`src/verilog/hit_aligner.sv`:
```
`timescale 1ns/100ps

module hit_aligner #(
	parameter int ALIGN_DEPTH = 256  // power of two, 16 or more
) (
	input  logic       clk_in,
	input  logic       rst_in,
	input  logic       hit,
	input  logic [7:0] delay,    // 1 .. ALIGN_DEPTH-1
	output logic       hit_aln
);

	localparam int PTR_W = $clog2(ALIGN_DEPTH);

	logic [ALIGN_DEPTH-1:0] ring;    // one bit per slot
	logic [PTR_W-1:0]       wr_ptr;
	logic [PTR_W-1:0]       rd_ptr;

	// read slot trails the write slot by delay, wraps on its own
	assign rd_ptr = wr_ptr - PTR_W'(delay);

	always_ff @(posedge clk_in) begin
		if (rst_in) begin
			ring    <= '0;
			wr_ptr  <= '0;
			hit_aln <= 1'b0;
		end else begin
			ring[wr_ptr] <= hit;
			hit_aln      <= ring[rd_ptr];  // total latency delay+1
			wr_ptr       <= wr_ptr + 1'b1;
		end
	end

endmodule

```
`config.mk`:
```
export PLATFORM = sky130hd
export DESIGN_NAME = hit_aligner
export DESIGN_NICKNAME = d
export VERILOG_FILES = /design/src/verilog/hit_aligner.sv
export SDC_FILE = /design/constraint.sdc
export NUM_CORES = 1
export LEC_CHECK = 0
export ABC_AREA = 1
export BUFFER_PORTS_ARGS = -buffer_cell sky130_fd_sc_hd__buf_2
export CELL_PAD_IN_SITES_DETAIL_PLACEMENT = 0
export CELL_PAD_IN_SITES_GLOBAL_PLACEMENT = 1
export CORE_UTILIZATION = 50
export DETAILED_ROUTE_END_ITERATION = 10
export PLACE_DENSITY_LB_ADDON = 0.12
export SLEW_MARGIN = 30
export SYNTH_ARGS = -nofsm -noshare
export SYNTH_HDL_FRONTEND = slang
export SYNTH_SLANG_ARGS = --single-unit
```
`constraint.sdc`:
```
create_clock -name clk_in -period 5 [get_ports clk_in]
set_input_delay 0.25 -clock clk_in [delete_from_list [all_inputs] [get_ports clk_in]]
set_output_delay 0.25 -clock clk_in [all_outputs]
set_load 0.01 [all_outputs]
```
== After elaboration in Yosys (flattened, before gate mapping) ==
Cells that the tools add are included.

* $add $sub $neg: 2
* Magnitude comparators: 3
* Muxes and demuxes: 5
* Reductions and logical operators: 1

{| class="wikitable"
|+ Operator list
! cell !! number
|-
| $bwmux W256 || 1
|-
| $lt A8 B9 Y1 const B || 2
|-
| $add A8 B1 Y8 const B || 1
|-
| $bmux W1 S8 || 1
|-
| $demux W1 S8 || 1
|-
| $ge A8 B1 Y1 const B || 1
|-
| $sub A8 B8 Y8 || 1
|-
| $mux W1 || 2
|-
| $logic_and A1 B1 Y1 || 1
|}

* Register bits: 265
* Bits of input ports: 11
* Logic and storage cells: 14

== Longest topological paths before layout ==
Gate-level depths: netlist (run 1).

* Depth in word-level cells: 5
* Depth in mapped cells: 17

== Least setup slack after synthesis (run 1) ==
OpenSTA, ideal clock, no wires.

* Path type: register to register
* Start point: reg wr_ptr[0]
* End point: reg hit_aln
* Arrival time: 2211 ps
* Required time: 4886 ps
* Setup slack: 2675 ps
* Stages on the path, launching flop included: 18
* Buffers on the path: 3
* Clock period less this slack: 2325 ps
* Cells stage by stage: dfxtp_1 > inv_1 > ha_1 > fa_1 > buf_2 > inv_2 > buf_2 > buf_6 > nand2_1 > o21ai_0 > nand2_1 > nand3_1 > nand3_1 > nand3_1 > nand3_1 > nand2_1 > nor2_1 > nor2_2

* Cells in the longest elaborated chain, start to end: 3

{| class="wikitable"
|+ Ends and longest elaborated chain
! item !! line !! source
|-
| from (decl) || 16 || <nowiki>logic [PTR_W-1:0] wr_ptr;</nowiki>
|-
| from (signal assigned) || 30 || <nowiki>wr_ptr <= wr_ptr + 1'b1;</nowiki>
|-
| $sub A8 B8 Y8 || 20 || <nowiki>assign rd_ptr = wr_ptr - PTR_W'(delay);</nowiki>
|-
| $bmux W1 S8 || 29 || <nowiki>hit_aln <= ring[rd_ptr];</nowiki>
|-
| $mux W1 (implied by the code) || 29 ||
|-
| to (signal assigned) || 29 ||
|-
| to (decl) || 10 || <nowiki>output logic hit_aln</nowiki>
|}

No other way between the ends. The select of a mux whose other input is x is not followed.
A chain may end at the register's enable or synchronous reset.

== Worst setup path in the final report (run 1) ==
Same ends and word-level chain as after synthesis.

==> summary by stage, run 1 <==
Status
The flow ran to the end, and the final reports show no timing, DRC or antenna violations.

Critical path
Data on the critical path is required at its endpoint by ~5.5 ns. The worst setup path is captured at a register. STA classifies the critical path startpoint as a register. The kind of critical path is register to register. The biggest fanout along the worst timing path is 39. The logic depth of the worst register-to-register path is 15. The reg-to-reg startpoint is wr_ptr[0]$_SDFF_PP0_.

The worst reg2reg path endpoint is hit_aln$_SDFF_PP0_. The data arrival time of the critical path is 4.02 ns. The flop-to-flop setup slack is 1.43 ns.

Synthesis
Yosys mapped a number of flops with a built-in enable equal to 0. The number of synthesized register bits is 265. The primary flip-flop cell chosen by synthesis mapping is dfxtp_1.

By area the synthesized netlist is led by dfxtp_1 39%, nand3_1 13%, o21ai_0 10%. After synthesis, the share of flip-flops with an asynchronous set or reset is 0. The synthesized design spends more area on one cell type than any other, namely dfxtp_1. The count of yosys warnings during synthesis is 0.

Yosys mapped the design onto 30 distinct sky130hd cell types. Of the post-synthesis cell area, the dominant cell type holds 0.3913. The sequential share of the synthesized area is 0.3913.

Summing every instance area after synthesis gives about 14000 µm². When the netlist entered floorplanning its net count stood at roughly 2.1k. The synthesized area divided by synthesized cell count is 6.652 µm². In the synthesized netlist, the number of instances is 2038.

STA
Between clock sinks in the finished design, the worst skew comes to 0.01279 ns. Setup repair after global routing left no endpoint under its margin. For the pin with the worst max-slew slack, the measured transition is about 1.1 ns. The peak clock frequency supported by timing is 0.2801 GHz.

The worst setup slack after layout is between 1 and 1.5 ns. The number of hold-slack violations in the final timing report is 0. The tightest hold path in the finished design has a slack of 0.2649 ns. Headroom to the max-slew limit came out at 0.2761. The sum of negative setup slack is 0 ns. The worst path in the final design needs a cycle of 3.570 ns, including I/O delays and setup. The post-route fraction of the period consumed by the critical path is 0.7140. Setup violations remaining at the end of the flow were counted as 0. The count of pins over their slew limit is 0.

Routing
The overall routed net length is 51.06 mm. The via density per instance is 6.216. Dividing the detail-routed wire length by the instance count gives 22.23 µm.

For this run, design rule violations remaining after detail routing come to 0. The count of nets left with antenna violations once routing finished came out at 0. The total via count after detailed routing is 14.28k. The detailed router finished its first iteration with 1779 violations. The number of iterations in the first detailed-routing pass is 5.

Die
The floorplan has ~60 rows. For this design the top-level I/O count stands at 12. The total die area is 27780 µm². The region available for standard cell placement spans 26350 µm².

The overall die height is ~170 µm. For this configuration, the core starts out at a cell density of 0.5144. The die is roughly 170 µm wide.

Worst hold path
The startpoint of the lowest-slack hold path is hit. The min-delay analysis places its worst path in the category primary input to register. The end of the worst hold path is ring[147]$_SDFFE_PP0P_. The hold-critical path depth is 3.

Cells and area
The total non-filler cell area in the finished layout is 14520 µm². The core utilization of the finished layout is 0.5509. The fraction of layout cells with a size suffix above 1 is 0.07543. From synthesis to final layout, the design area changed by 7.088%. The final cell count without fillers is 2297. The final layout contains between 1.5k and 2k nets. The number of antenna diodes in the final layout is 0.

Placement
Including well taps, the total number of placed cells is 2245. The worst setup slack after placement is roughly 1.5 ns. The detailed placer's ending HPWL is 26.87 mm.

In this run the cell area measured after placement is roughly 14000 µm². The routability-driven placement congestion ratio is around 0.83. The number of buffer cells added on primary ports is 11.

Pwr
In this run the static leakage power is 5.150 nW. The peak supply drop is approximately 0.27 mV. The total power consumption of the routed design is a little over 5 mW.

For this design the ratio of total power to cell area is 350.3 nW/µm².

GRT
The global routing usage summed across all routing layers is 0.3600. The number of antenna violations at the first check in global routing was 1. For this run the aggregate overflow at the end of global routing stands at 0.

The first global-routing pass estimated a little under 80 mm of wire. The number of global-route vias before repair is 13.11k. Entering global routing, the biggest net connects 157 pins.

Clock tree
The CTS sink count is 265. TritonCTS created 30 clock buffers. The number of hold buffers added after CTS was 0. In this run the deepest clock path goes through 3 buffers. TritonCTS built the clock tree. In this run the post-CTS setup repair buffer count came out at 0.

The count of instances resized after the clock tree is built is 0. After clock tree synthesis, the clock-pin slew on the worst setup and hold paths is 0.06 ns. The number of H-tree levels is 1. The clock latency of the later-clocked register in the worst-skew pair is 0.56 ns.

The tree is rooted in a clkbuf_16.

Run
Across the run, the number of max-cap violations was 0.
[critical path: stages, from the launching register on]
cell and delay [ns]:
dfxtp_1 0.38, inv_1 0.14, ha_1 0.24, fa_4 1.16, buf_4 0.52, nor2_1 0.09, o21ai_0 0.08, nand2_1 0.07
nand2_1 0.06, nand3_1 0.12, nand3_1 0.16, nand3_1 0.13, nand3_1 0.09, nand2_1 0.05, nor2_1 0.10, nor2_2 0.05
[final cells by class]
class | count | area, µm²
fillers | 2654 | 11840
clock buffers | 51 | 940.9
well taps | 335 | 419.2
clock inverters | 1 | 5.005
repair buffers | 43 | 322.8
flip-flops and latches | 265 | 5305
inverters | 133 | 504.2
multi-input cells | 1469 | 7020
[synth_stat cells (2+ instances only)]
cell type,count
nand4_1,3
ha_1,12
o21ai_1,49
a2111oi_0,2
o21ai_0,280
xnor2_1,2
nand2_4,2
nand3_1,360
clkbuf_1,116
buf_6,5
nand3b_1,2
inv_1,111
buf_2,40
nor2_2,31
nand2_1,335
dfxtp_1,265
a21oi_1,262
buf_4,9
inv_2,21
nor2_1,121
[cell usage in the layout, fill, tap and decap left out, types with 3 or more instances in the layout]
cell type and count:
buf_4 31, inv_1 110, nand3_1 360, nand2_1 335, a21oi_1 262, o21ai_0 280
nor2_2 32, nor2_1 120, clkbuf_16 31, clkbuf_8 10, dfxtp_1 265, ha_1 11
buf_2 9, inv_2 21, clkbuf_1 11, nand4_1 3, o21ai_1 49
[cells by family after synthesis]
| group | after synthesis | share of synthesized area |
|---|---|---|
| buffers and inverters | 304 | 0.09331 |
| AND/OR/NAND/NOR | 859 | 0.2802 |
| AO/OA/AOI/OAI | 594 | 0.2201 |
| XOR/XNOR | 3 | 0.002492 |
| adder cells (fa/ha/maj) | 13 | 0.01255 |
| flip-flops | 265 | 0.3913 |
[registers in the layout, summed over array words and instances (netlist names)]
register,flops
ring,256
wr_ptr,8
hit_aln,1
[where the power goes]
| part | internal (mW) | switching, mW |
|---|---|---|
| Clock | 1.26 | 0.883 |
| Combinational | 0.195 | 0.626 |
| Sequential | 2.12 | 0.00569 |
[worst max-delay path by stage]
stage                               startpoint            endpoint
after floorplan           wr_ptr[0]$_SDFF_PP0_  hit_aln$_SDFF_PP0_
after global placement    wr_ptr[0]$_SDFF_PP0_  hit_aln$_SDFF_PP0_
after detailed placement  wr_ptr[0]$_SDFF_PP0_  hit_aln$_SDFF_PP0_
after CTS                 wr_ptr[0]$_SDFF_PP0_  hit_aln$_SDFF_PP0_
after global routing      wr_ptr[0]$_SDFF_PP0_  hit_aln$_SDFF_PP0_
final                     wr_ptr[0]$_SDFF_PP0_  hit_aln$_SDFF_PP0_
[routing by layer]
| metal | vias to the layer above | wire [µm] | global-route usage |
|---|---|---|---|
| met1 | 6778 | 21090 | 0.4819 |
| li1 | 6652 | - | - |
| met3 | 157 | 4372 | 0.04325 |
| met5 | - | 0 | 0 |
| met4 | 0 | 2546 | 0.1767 |
| met2 | 691 | 23040 | 0.5754 |
Note: power is estimated with default switching activity, not from simulation.
==> run 2: changes to the inputs <==
--- a/config.mk
+++ b/config.mk
@@ -9,7 +9,7 @@
 export BUFFER_PORTS_ARGS = -buffer_cell sky130_fd_sc_hd__buf_2
 export CELL_PAD_IN_SITES_DETAIL_PLACEMENT = 0
 export CELL_PAD_IN_SITES_GLOBAL_PLACEMENT = 1
-export CORE_UTILIZATION = 50
+export CORE_UTILIZATION = 46
 export DETAILED_ROUTE_END_ITERATION = 10
 export PLACE_DENSITY_LB_ADDON = 0.12
 export SLEW_MARGIN = 30
==> constraint.sdc (replaced) <==
create_clock -name clk_in -period 3.66 [get_ports clk_in]
set_input_delay 0.183 -clock clk_in [delete_from_list [all_inputs] [get_ports clk_in]]
set_output_delay 0.183 -clock clk_in [all_outputs]
set_load 0.01 [all_outputs]
==> run 2 against run 1 <==
  * Critical path depth shrank 1
  * Highest routed layer unchanged
  * Worst hold slack got worse by 0.15 ns
  * Register-to-register slack worse by 1.0 ns
  * Final cell count is 2.8% higher
  * Largest cell class unchanged
  * Routed wire length rose by 0.79%
==> summary by stage, run 2 (synthesis results as in run 1) <==
STA
Setup violations remaining at the end of the flow were counted as 0. In the post-route analysis, the smallest setup slack over all paths is 0.4116 ns. Setup repair after global routing left no endpoint under its margin. Subtracting the final worst setup slack from the clock period gives roughly 3.2 ns. On the final layout, the worst clock skew is 0.02234 ns.

For the pin with the worst max-slew slack, the measured transition is 1.060 ns. The headroom to the max-slew limit is 0.2927. Across all hold checks on the routed design, the worst slack comes to 0.1108 ns. The sum of negative setup slack is 0 ns.

The number of hold-slack violations in the final timing report is 0. The count of pins over their slew limit is 0. The post-route fraction of the period consumed by the critical path is 0.8875. The peak clock frequency supported by timing is 0.3078 GHz.

Placement
Input and output buffers added on the ports amount to 11. The worst setup slack after placement is 0.4901 ns. The area of placed instances is 13820 µm². The routability-driven placement congestion ratio is 0.8112.

The detailed placer's ending HPWL is 27.52 mm.

Critical path
For the worst setup path, the data arrival time is 3.75 ns. The sort of element at the start of the critical path is a register. The critical path is of the register to register type. The kind of end point of the critical path is a register. The biggest fanout along the worst timing path is between 50 and 60. Across all register-to-register paths, the minimum setup slack is a little over 0.4 ns. The reg-to-reg startpoint is wr_ptr[0]$_SDFF_PP0_. At the worst endpoint, the required time is 4.16 ns. In this run the worst setup path begins at wr_ptr[0]$_SDFF_PP0_.

GRT
The number of global-route vias before repair was 12.99k. The global routing usage summed across all routing layers is 0.3337. The global-route wire length before repair is 78.20 mm. The number of antenna violations at the first check in global routing is 0. Summed over all layers, the global routing overflow is 0.

Entering global routing, the biggest net connects 137 pins.

Pwr
The peak supply drop is 0.3559 mV. The cell area power density is 477.9 nW/µm². The total power consumption of the routed design is 7.065 mW. The static leakage is 5.261 nW.

Routing
The initial DRC count is between 1.5k and 2k. In the final routed layout, each cell accounts on average for 21.79 µm. The number of design rule violations left after detail routing is 0. The count of nets left with antenna violations once routing finished came out at 0. Dividing the detail-routed via count by the number of cells gives ~6. The total via count after detailed routing is 14.18k. Wires add up to 51.46 mm.

For this run, the detailed router's first-pass iteration total came to 6.

Die
The die outline width is 173.7 µm. The number of cell rows is 62. The starting utilization of the core area is 0.4698. The count of boundary I/O pins is 12.

After floorplanning, the core was sized to cover 28860 µm². The overall die height is 173.7 µm. The die covers 30160 µm².

Cells and area
The number of antenna diodes in the final layout is 0. The fraction of layout cells with a size suffix above 1 is 0.08241. The post-synthesis to final-layout area growth is 9.054%. The total non-filler cell area in the finished layout is 14780 µm². Leaving out fill and tap cells, the most frequent cells in the layout are 360 x nand3_1, 335 x nand2_1, 280 x o21ai_0.

The area of the multi-input gates is 7020 µm². Summing all flip-flop and latch instances after layout gives 5305 µm². The register bank with the most flops is ring. The register with the most flip-flops in the layout has 256 of them. The final net count is 1980. After filler insertion, the fill cell instance count of the layout stands at 2964.

The library cell used most frequently in the layout, excluding fill and tap cells, is nand3_1. The largest registers in the layout are ring x256, wr_ptr x8, hit_aln x1.

Clock tree
The cell sitting at the root of the clock tree is a clkbuf_16. For the worst-skew pair, the clock arrives at the later sink with an insertion delay of 0.57 ns. Clock-pin slew was measured on the worst setup and hold paths at 0.06 ns. Buffers added to address setup during post-CTS repair amount to 0.

The buffer depth of the longest clock path is 3. Counting every sink on the clock net gives 265. The post-cts hold buffer count is 0.

The clock tree from TritonCTS is yes. The number of buffers created by CTS is 31. The count of instances resized after the clock tree is built is 0. In this run the number of H-tree levels came out at 1.

Run
Across the run, the number of max-cap violations was 0.

Worst hold path
The worst hold path begins at hit. The class of the most critical hold timing path is primary input to register.

Status
The flow ran to the end, and the final reports show no timing, DRC or antenna violations.
-- run 2: changes by cell type in the layout (fill, tap and decap cells not counted), sizes merged --
| cell | change |
|---|---|
| bufinv | +1 |
| inv | +1 |
| clkinv | +3 |
| clkbuf | -2 |
| buf | +13 |
-- run 2: worst paths after layout --
path                                end  depth (start not counted)
setup / recovery     hit_aln$_SDFF_PP0_                         14
hold / removal    ring[96]$_SDFFE_PP0P_                          3
setup reg to reg     hit_aln$_SDFF_PP0_                         14
hold reg to reg   ring[78]$_SDFFE_PP0P_                          2
-- run 2: stage by stage --
| step | cells | util |
|---|---|---|
| final | 2362 | 0.5123 |
| after global routing | 2362 | 0.5123 |
| after CTS | 2362 | 0.5123 |
| after detailed placement | 2307 | 0.4788 |
| after global placement | 2307 | 0.4788 |
| after floorplan | 2038 | - |
-- run 2: critical path, cell delays in order, from the launching register on --
cell	delay (ns)
dfxtp_1	0.38
inv_1	0.15
ha_1	0.22
fa_4	0.96
buf_12	0.34
o21ai_0	0.14
o21ai_1	0.14
nand2_1	0.06
nand3_1	0.10
nand3_1	0.19
nand3_1	0.13
nand3_1	0.08
nand2_1	0.09
nor2_1	0.05
nor2_2	0.09
-- run 2: power by group --
group	leakage [nW]	total [mW]	switching (mW)	internal, mW
combinational	2.65	1.17	0.870	0.300
clock	0.474	3.00	1.25	1.75
sequential	2.13	2.90	0.00692	2.89
total	5.26	7.07	2.13	4.94
-- run 2: routing by layer --
layer  part of all wire  up-vias  track usage
li1                   -     6677            -
met1               0.42     6721       0.4439
met2               0.46      654       0.5440
met3              0.078      131      0.04825
met4              0.039        0       0.1330
met5                  0        -            0
-- run 2: area by class of cell --
cell class / instances / share of cell area
multi-input cells: 1469 / 0.4749
flip-flops and latches: 265 / 0.3588
clock buffers: 49 / 0.06110
repair buffers: 56 / 0.03436
inverters: 133 / 0.03411
well taps: 384 / 0.03250
clock inverters: 6 / 0.004232
