--- src/verilog/coinc_pkg.sv ---
package coinc_pkg;

	localparam int NUM_CH  = 8;  // hit channels
	localparam int NUM_GRP = 5;  // coincidence logic groups

	// channel bit positions in every hit vector
	localparam int CH_ACD_TOP = 7;
	localparam int CH_ACD_SEC = 6;
	localparam int CH_ACD_SID = 5;
	localparam int CH_CSI     = 4;
	localparam int CH_CAL1    = 3;
	localparam int CH_CAL2    = 2;
	localparam int CH_CAL3    = 1;
	localparam int CH_CAL4    = 0;

	localparam int GRP_MIP1 = 0;
	localparam int GRP_MIP2 = 1;
	localparam int GRP_GM1  = 2;
	localparam int GRP_GM2  = 3;
	localparam int GRP_UBS  = 4;  // unbiased

	typedef logic [NUM_CH-1:0]  hit_vec_t;  // active high once selected
	typedef logic [NUM_GRP-1:0] grp_vec_t;

	typedef struct packed {
		logic [NUM_CH-1:0] hit_a_n;   // redundant pin pair, active low
		logic [NUM_CH-1:0] hit_b_n;
		logic [1:0]        busy_a_n;  // two si tracker busy lines
		logic [1:0]        busy_b_n;
	} hit_pins_t;

	// all fields together need 132 bits, so the word is padded to 136
	typedef struct packed {
		logic [3:0]               pad;
		logic [NUM_CH-1:0]        hit_ab_sel;    // 1 picks pin b
		logic [NUM_CH-1:0]        hit_mask;      // 1 kills the channel
		logic [1:0]               busy_ab_sel;
		logic [1:0]               busy_mask;
		logic [7:0]               acd_csi_diff;  // acd hits lead csi by this much
		logic [NUM_CH-1:0][7:0]   ch_align;      // indexed by channel
		logic [7:0]               seed_win;
		logic [7:0]               hold_win;
		logic [NUM_GRP-1:0][1:0]  grp_sel;
		grp_vec_t                 grp_oe;
		logic [2:0]               mip1_div;
		logic [2:0]               mip2_div;
		logic [2:0]               ubs_div;
	} coinc_cfg_t;

	// low count bits that must be zero per divider code, entry 0 on the right
	localparam logic [7:0][3:0] MIP_DIV_BITS = {4'd9, 4'd8, 4'd7, 4'd6, 4'd5, 4'd2, 4'd1, 4'd0};
	localparam logic [7:0][3:0] UBS_DIV_BITS = {4'd11, 4'd10, 4'd9, 4'd8, 4'd7, 4'd6, 4'd5, 4'd0};

	typedef enum logic [2:0] {IDLE, SEED, EVAL, FIRE, HOLD, RELEASE} seq_state_t;

endpackage

--- src/verilog/trigger_prescaler.sv ---
`timescale 1ns/100ps

module trigger_prescaler #(
	parameter int CNT_W = 16
) (
	input  logic                                   clk_in,
	input  logic                                   rst_in,
	input  logic                                   fire,
	input  logic                                   busy,
	input  coinc_pkg::grp_vec_t                    grp_res,
	input  coinc_pkg::coinc_cfg_t                  cfg,
	output logic                                   trig,
	output coinc_pkg::grp_vec_t                    tag,
	output logic [coinc_pkg::NUM_GRP-1:0][CNT_W-1:0] cnt
);
	import coinc_pkg::*;

	logic [NUM_GRP-1:0][3:0]       div_bits;  // low bits to test per group
	logic [NUM_GRP-1:0][CNT_W-1:0] low_mask;
	grp_vec_t                      presc_en;

	// gamma groups are never thinned, k=0 leaves them always enabled
	assign div_bits[GRP_MIP1] = MIP_DIV_BITS[cfg.mip1_div];
	assign div_bits[GRP_MIP2] = MIP_DIV_BITS[cfg.mip2_div];
	assign div_bits[GRP_GM1]  = 4'd0;
	assign div_bits[GRP_GM2]  = 4'd0;
	assign div_bits[GRP_UBS]  = UBS_DIV_BITS[cfg.ubs_div];

	always_comb begin
		for (int g = 0; g < NUM_GRP; g++) begin
			low_mask[g] = (CNT_W'(1) << div_bits[g]) - CNT_W'(1);
			presc_en[g] = (cnt[g] & low_mask[g]) == '0;  // every 2^k-th event
		end
	end

	always_ff @(posedge clk_in) begin
		if (rst_in) begin
			trig <= 1'b0;
			tag  <= '0;
			cnt  <= '0;
		end else begin
			// one cycle pulse right after fire, tracker busy vetoes
			trig <= fire && !busy && |(presc_en & grp_res & cfg.grp_oe);
			if (fire) begin
				tag <= presc_en & grp_res;  // before oe masking
				for (int g = 0; g < NUM_GRP; g++) begin
					if (grp_res[g])
						cnt[g] <= cnt[g] + 1'b1;  // counts raw matches
				end
			end
		end
	end

endmodule

--- config.mk ---
export PLATFORM = sky130hd
export DESIGN_NAME = trigger_prescaler
export DESIGN_NICKNAME = d
export VERILOG_FILES = /design/src/verilog/coinc_pkg.sv /design/src/verilog/trigger_prescaler.sv
export SDC_FILE = /design/constraint.sdc
export NUM_CORES = 1
export LEC_CHECK = 0
export CAP_MARGIN = 30
export CORE_MARGIN = 10
export CORE_UTILIZATION = 60
export CTS_CLUSTER_SIZE = 20
export DETAILED_ROUTE_END_ITERATION = 8
export DONT_BUFFER_PORTS = 1
export PLACE_DENSITY = 0.76
export SYNTH_ARGS = -nofsm -noshare
export SYNTH_HDL_FRONTEND = slang
export SYNTH_SLANG_ARGS = --single-unit
--- constraint.sdc ---
create_clock -name clk_in -period 2.1 [get_ports clk_in]
set_input_delay 0.21 -clock clk_in [delete_from_list [all_inputs] [get_ports clk_in]]
set_output_delay 0.21 -clock clk_in [all_outputs]
set_load 0.02 [all_outputs]
Word level (Yosys, flattened, before mapping)
Memories as Yosys holds them, arrays and structs flattened.
Index checks and enable logic that the tools add are counted.
{ "totals": {"ramBits": 0, "regBits": 86, "memories": 3, "word_cells": 44, "latch_bits": 0, "rom_bits": 96} }
{ "op_classes": {"eq_ne": 0, "add_sub_neg": 8, "n_reduce_logical": 12, "bitwise_logic": 5, "magnitude_cmp": 3, "mul": 0, "shift": 3, "div_mod_pow": 0, "n_mux": 3} }
{ "mem_list": {"columns": ["memory", "depth", "word_bits", "rd", "rd_clocked_by_memory_dff", "wr", "line", "text"], "rows": [
  ["(no name shown)", 8, 4, 1, 0, 0, "trigger_prescaler.sv:27", "assign div_bits[GRP_UBS] = UBS_DIV_BITS[cfg.ubs_div];"],
  ["(no name shown)", 8, 4, 1, 0, 0, "trigger_prescaler.sv:24", "assign div_bits[GRP_MIP2] = MIP_DIV_BITS[cfg.mip2_div];"],
  ["(no name shown)", 8, 4, 1, 0, 0, "trigger_prescaler.sv:23", "assign div_bits[GRP_MIP1] = MIP_DIV_BITS[cfg.mip1_div];"]
]} }
{ "op_table": {"columns": ["op", "count"], "rows": [
  ["$add A16 B1 Y16 const B", 5],
  ["$and A16 B16 Y16", 3],
  ["$logic_not A16 Y1", 3],
  ["$shl A1 B4 Y16 const A", 3],
  ["$sub A16 B2 Y16 const B", 3],
  ["$lt A3 B4 Y1 const B", 3],
  ["$mux W4", 3],
  ["$and A5 B5 Y5", 2],
  ["$reduce_and A2 Y1", 5],
  ["$reduce_or A5 Y1", 1],
  ["$logic_and A1 B1 Y1", 2],
  ["$logic_not A1 Y1", 1]
]} }

Depth between registers and ports, before layout
Gate-level depths: netlist of the first run.
{ "logic_depth": {"ltp_word": 10, "mapped_depth": 7, "mapped_depth_nobuf": 7} }

Worst setup path after synthesis of the first run
Ideal clock, no wire load.
{ "synth_timing": {"kind": "in2reg", "from": "input cfg[2] (netlist name)", "to": "register trig", "arrival_ns": 1.586, "stages": 7, "slack_ns": 0.392, "t_required_ns": 1.977, "cell_sequence": "or3_4 ha_1 or3_2 a21oi_1 nor4_2 nand3_1 a31oi_1"} }
{ "synth_between": {"elab_chain_cells": 10} }
{ "synth_lines": {"columns": ["item", "line", "text"], "rows": [
  ["from (decl)", "trigger_prescaler.sv:11", "input coinc_pkg::coinc_cfg_t cfg,"],
  ["$mem_v2 Z8 W4", null, null],
  ["$mux W4 (implied by the code)", "trigger_prescaler.sv:27", null],
  ["$shl A1 B4 Y16", "trigger_prescaler.sv:31", "low_mask[g] = (CNT_W'(1) << div_bits[g]) - CNT_W'(1);"],
  ["$sub A16 B2 Y16", "trigger_prescaler.sv:31", null],
  ["$and A16 B16 Y16", "trigger_prescaler.sv:32", "presc_en[g] = (cnt[g] & low_mask[g]) == '0;"],
  ["$logic_not A16 Y1", "trigger_prescaler.sv:32", null],
  ["$and A5 B5 Y5 (2 in a row)", "trigger_prescaler.sv:43", "trig <= fire && !busy && |(presc_en & grp_res & cfg.grp_oe);"],
  ["$reduce_or A5 Y1", "trigger_prescaler.sv:43", null],
  ["$logic_and A1 B1 Y1", "trigger_prescaler.sv:43", null],
  ["to (signal assigned)", "trigger_prescaler.sv:43", null],
  ["to (decl)", "trigger_prescaler.sv:12", "output logic trig,"]
]} }
Every way passes these cells. The select of a mux whose other input is x is not followed.
A chain may end at the register's enable or synchronous reset.

Worst setup path after layout of the first run
{ "layout_timing": {"from": "register cnt[52] (netlist name)", "to": "register cnt[61] (netlist name)"} }
{ "layout_between": {"elab_chain_cells": 1} }
{ "layout_lines": {"columns": ["item", "line", "text"], "rows": [
  ["from (decl)", "trigger_prescaler.sv:14", "output logic [coinc_pkg::NUM_GRP-1:0][CNT_W-1:0] cnt"],
  ["from (signal, indexed assignment)", "trigger_prescaler.sv:48", "cnt[g] <= cnt[g] + 1'b1;"],
  ["$add A16 B1 Y16", "trigger_prescaler.sv:48", null]
]} }
Every way passes these cells.

==> flow_summary.ini, run 1 <==
[run_status]
status = finished clean

[global_routing]
grtUsageMet3_pct = 9.534
grtUsageTotal_pct = 17.64
grt_pass1_wl_um = 14920
antenna_found_initial = 0
overflow = 0
grtUsageMet1_pct = 21.98
grt-busiest-layer = met2
use_met2_pct = 25.36
grt_max_degree = 86
grt_pass1_vias = 3074

[timing]
max_slew_margin_pct = 59.93
setup_violations = 0
slew_viol_final = 0
fmax_mhz = 546.2
period_needed_ns = 1.831
worst_pin_slew_ns = 0.5956
holdWs_ns = 0.01628
fin_tns_setup_ns = 0
final.period_utilization_pct = 87.18
rsz0062_at_grt = false
finClkSkew_ns = 0.01168
finalHoldViolCount = 0

[floorplanning]
start_util_pct = 61.52
core-area_mm2 = 0.006350
fp.dieW_um = 100.7
design.die.area_mm2 = 0.01014
ioPinCount = 231
std_cell_rows = 29
dieHeight_um = 100.7

[critical_path]
reg2reg_depth = 5
cp-start-kind = register
arrival_ns = 2.06
cp_common_cell = nand3_1
crit_slowest_cell = nor4_1
path_cells = nand3_1 > nor4_1 > nand3_1 > xor2_1 > nor2_1
cp-end-kind = register
worst-path-max-fanout = 6
critPathMaxStageDelay_ns = 0.60
regToRegEndpoint = cnt[61]
critPathKind = register to register
worstSetupStartpoint = cnt[52]
reg2reg_slack_ns = 0.27
cp-endpoint = cnt[61]
crit_required_ns = 2.33
worstReg2RegStart = cnt[52]

[yosys]
netlist_top_cells_area = dfxtp_1 44%, xor2_1 8.1%, nor2_1 7.9%, xnor2_1 7.0%, nand3_1 4.4%
synth_edf_count = 0
ys_seq_elements = 86
synth_flop_cell = dfxtp_1
yosysTopAreaCellShare_pct = 44.07
ys_seq_area_share_pct = 44.07
synth.most_common_cell = dfxtp_1
synth_top_cell_by_area = dfxtp_1
netlist_area_mm2 = 0.003906
synth.distinct_cells = 39
syn_avg_cell_area_um2 = 8.455
synth_common_cells = 86 x dfxtp_1, 82 x nor2_1, 44 x nand2_1
mappedNetlistNets = 613
synthCells = 462
synth_warnings = 0
synthArstFlopShare_pct = 0

[route]
drt-wirelength-per-cell_um = 16.30
first_iter_violations = 110
vias = 3250
wirelength_um = 9292
postRouteAntennaNets = 0
dr.pass1.iters = 4
drc = 0
viasPerCell = 5.702

[pwr]
finalPower_uw = 3025
ir_drop_uv = 449.0
power_density_mw_per_mm2 = 689.7
p_leak_uw = 0.001595

[clock_tree]
worstSkewPairLatency_ns = 0.34
cts.clk_slew.worst_paths_ns = 0.09
cts_max_level = 3
cts_tree = built
cts.path.max_buffers = 2
cts_resized = 0
cts_buffers = 9
cts-root-buf = clkbuf_8
postCtsSetupBuffers = 0
cts_hold_buf = 1
cts.sinks = 86

[cells_and_area]
areaGrowthSynthToFinish_pct = 12.27
multiInputGateArea_mm2 = 0.002093
diodes = 0
fillCellCount = 528
register_area_mm2 = 0.001722
drive_above_1_share_pct = 10.95
nNetsFinal = 639

[min_path]
min_path_type = input port to register

[placement]
place.port_buffers = 0
gp_congestion = 0.8208
dp_hpwl_um = 6849

[job]
maxCapViolations = 0
-- sequential cells by signal, indices dropped and copies added (netlist names) --
name and count:
cnt 80, tag 5, trig 1
-- logic make-up (layout without fill, tap and decap cells) --
logic type	after synthesis	in the layout	share of synthesized area, %
other	1	1	0.09600
multiplexers	1	1	0.2563
flip-flops	86	86	44.07
XOR/XNOR	67	67	15.02
adder cells (fa/ha/maj)	6	6	1.922
AND/OR/NAND/NOR	232	232	29.31
AO/OA/AOI/OAI	47	47	6.983
buffers and inverters	22	53	2.338
-- area by class of cell --
type / instances / area share [%]
clock buffer: 12 / 3.538
clock inverter: 4 / 1.255
inverter: 9 / 0.7703
multi-input combinational: 354 / 47.73
sequential: 86 / 39.26
tap: 77 / 2.197
timing repair buffer: 28 / 5.250
-- how the worst min path moves through the flow --
stage / startpoint / to / slack (ns) / cells past startpoint
finish: fire / cnt[1] / 0.02 / 2
CTS: fire / cnt[49] / 0.005 / 2
floorplan: grp_res[1] / trig / 0.36 / 2
detailed placement: rst_in / cnt[43] / 0.29 / 1
global route: fire / cnt[1] / 0.01 / 2
global placement: rst_in / tag[4] / 0.29 / 1
-- power breakdown --
group / leakage (uW) / switching (uW) / internal [uW]
clock: 0.000103 / 588 / 620
sequential: 0.000695 / 38.4 / 1650
combinational: 0.000798 / 78.6 / 50.8
total: 0.00160 / 705 / 2320
-- layer usage --
metal / routed length (um) / vias to the layer above
met5: 0 / -
met4: 114 / 0
met3: 1303 / 10
met2: 3760 / 106
met1: 4113 / 1495
li1: - / 1639
-- worst max-delay path, delay by kind of cell (launching register included) --
family,cells,cell delay (ns)
XOR/XNOR,1,0.15
AND/OR/NAND/NOR,4,1.05
flip-flops,1,0.51
-- layout by cell type (no fill, tap or decap), types with 2 or more instances in the layout --
cell,instances
nor2_1,82
or3_1,8
inv_1,9
o21ai_0,14
buf_4,27
dfxtp_1,86
and3_1,8
nand3_1,34
xor2_1,36
nor4_1,5
clkinv_4,2
or3_2,2
a31oi_1,3
a21oi_1,20
a22o_1,2
nand4_1,13
a21o_1,3
nor4_2,5
nor3_1,19
ha_1,6
clkbuf_8,11
xnor2_1,31
nand2_1,44
and4_1,5
-- through the flow --
step | setup WS (ns) | util [%] | area, um2 | cells
3_5_place_dp | 0.2505 | 65.32 | 4148 | 553
5_1_grt | 0.06039 | 69.06 | 4385 | 570
6_report | 0.2692 | 69.06 | 4385 | 570
2_1_floorplan | 0.3915 | - | 3906 | 462
4_1_cts | 0.2731 | 69.06 | 4385 | 570
3_3_place_gp | 0.2880 | 65.32 | 4148 | 553
Power figures use the tool's default switching activity.
==> run 2, diff against run 1 <==
==> constraint.sdc (replaced) <==
create_clock -name clk_in -period 2.1 [get_ports clk_in]
set_input_delay 0 -clock clk_in [delete_from_list [all_inputs] [get_ports clk_in]]
set_output_delay 0 -clock clk_in [all_outputs]
set_load 0.02 [all_outputs]
==> flow_summary.ini, run 2 (synthesis gave the netlist of run 1 again) <==
[run_status]
status = finished clean

[global_routing]
grt_max_degree = 87
grtUsageTotal_pct = 18.65
antenna_found_initial = 0
overflow = 0
grt_pass1_vias = 3195
grt_pass1_wl_um = 15670

[cells_and_area]
largest_registers = cnt (80), tag (5), trig (1)
mostFrequentLayoutCell = dfxtp_1
largest-register = cnt
areaGrowthSynthToFinish_pct = 15.86
fillCellCount = 502
stdcell_count = 584
nNetsFinal = 653
largest_reg_flops = 80
drive_above_1_share_pct = 10.65
diodes = 0
mostFrequentLayoutCells = 86 x dfxtp_1, 82 x nor2_1, 44 x nand2_1, 36 x xor2_1, 34 x nand3_1

[timing]
final.period_utilization_pct = 87.28
worst_pin_slew_ns = 0.5957
max_slew_margin_pct = 59.92
fin_tns_setup_ns = 0
finalHoldViolCount = 0
slew_viol_final = 0
rsz0062_at_grt = false
period_needed_ns = 1.833
fmax_mhz = 545.6
finClkSkew_ns = 0.01175
setup_ws_ns = 0.2672
setup_violations = 0

[route]
wirelength_um = 9766
postRouteAntennaNets = 0
dr.pass1.iters = 4
drt-wirelength-per-cell_um = 16.72
drc = 0
wl_met1_um = 4180
top_layer = met4
first_iter_violations = 135
wl_met2_um = 4057
viasPerCell = 5.678
vias = 3316
wl_met3_um = 1408

[min_path]
min_path_type = input port to register
hp-start = rst_in
hold_end = cnt[16]
min_path_cells = 2

[floorplanning]
design.die.area_mm2 = 0.01014
ioPinCount = 231
std_cell_rows = 29
fp.dieW_um = 100.7
core-area_mm2 = 0.006350
dieHeight_um = 100.7
start_util_pct = 61.52

[placement]
dp_worst_setup_slack_ns = 0.3069
gp_congestion = 0.8208
dp_hpwl_um = 6849
dp.cells = 553
place.port_buffers = 0

[clock_tree]
cts.path.max_buffers = 2
cts_tree = built
cts_buffers = 9
cts.sinks = 86
cts.clk_slew.worst_paths_ns = 0.09
cts_resized = 0
worstSkewPairLatency_ns = 0.34
cts_max_level = 3
cts-root-buf = clkbuf_8

[critical_path]
cp-end-kind = register
cp-start-kind = register
regToRegEndpoint = cnt[61]
crit_required_ns = 2.33
reg2reg_slack_ns = 0.27
reg2reg_depth = 5
critPathKind = register to register
worstReg2RegStart = cnt[52]
worst-path-max-fanout = 6
arrival_ns = 2.06

[pwr]
power_density_mw_per_mm2 = 674.8
p_leak_uw = 0.001652
ir_drop_uv = 460.5

[job]
maxCapViolations = 0
-- run 2: how the worst max path moves through the flow --
stage / endpoint / startpoint / slack [ns]
after CTS: cnt[63] / cnt[52] / 0.27
after floorplan: cnt[63] / cnt[51] / 0.50
after global routing: cnt[61] / cnt[52] / 0.06
after global placement: cnt[63] / cnt[52] / 0.34
final: cnt[61] / cnt[52] / 0.27
after detailed placement: cnt[63] / cnt[52] / 0.31
-- run 2: repair_timing --
action	4_1_cts	5_1_grt
hold buffers	15	0
endpoints found under the hold margin	86	0
setup buffers	0	0
-- run 2: layout make-up --
cell class,count,area [um2],area share [%]
Clock inverter,4,55.05,1.216
Tap cell,77,96.34,2.129
Sequential cell,86,1722,38.04
Timing Repair Buffer,42,370.4,8.184
Clock buffer,12,155.1,3.428
Inverter,9,33.78,0.7465
Multi-Input combinational cell,354,2093,46.25
-- run 2: worst max-delay path, stage by stage, from the launching register on --
cell and delay (ns):
dfxtp_1 0.51, nand3_1 0.24, nor4_1 0.60, nand3_1 0.16, xor2_1 0.15, nor2_1 0.05
-- run 2: per-stage QoR --
stage	hold WS (ns)	area (um2)	util, %	power [uW]
after global placement	0.07966	4148	65.32	1821
final	0.01654	4526	71.27	3054
after global routing	0.04090	4526	71.27	3153
after CTS	0.02014	4526	71.27	3071
after detailed placement	0.08243	4148	65.32	1825
after floorplan	0.1534	3906	-	1819
-- run 2: report_power, final --
group	switching (uW)	internal [uW]	leakage, uW
logic	89.1	68.3	0.000854
registers	38.2	1650	0.000695
clock network	590	620	0.000103
total	717	2340	0.00165
-- run 2: metal layers --
layer | global-route usage (%) | vias to the layer above
met5 | 0 | -
met3 | 10.15 | 11
met2 | 27.52 | 113
li1 | - | 1668
met4 | 5.652 | 0
met1 | 22.71 | 1524
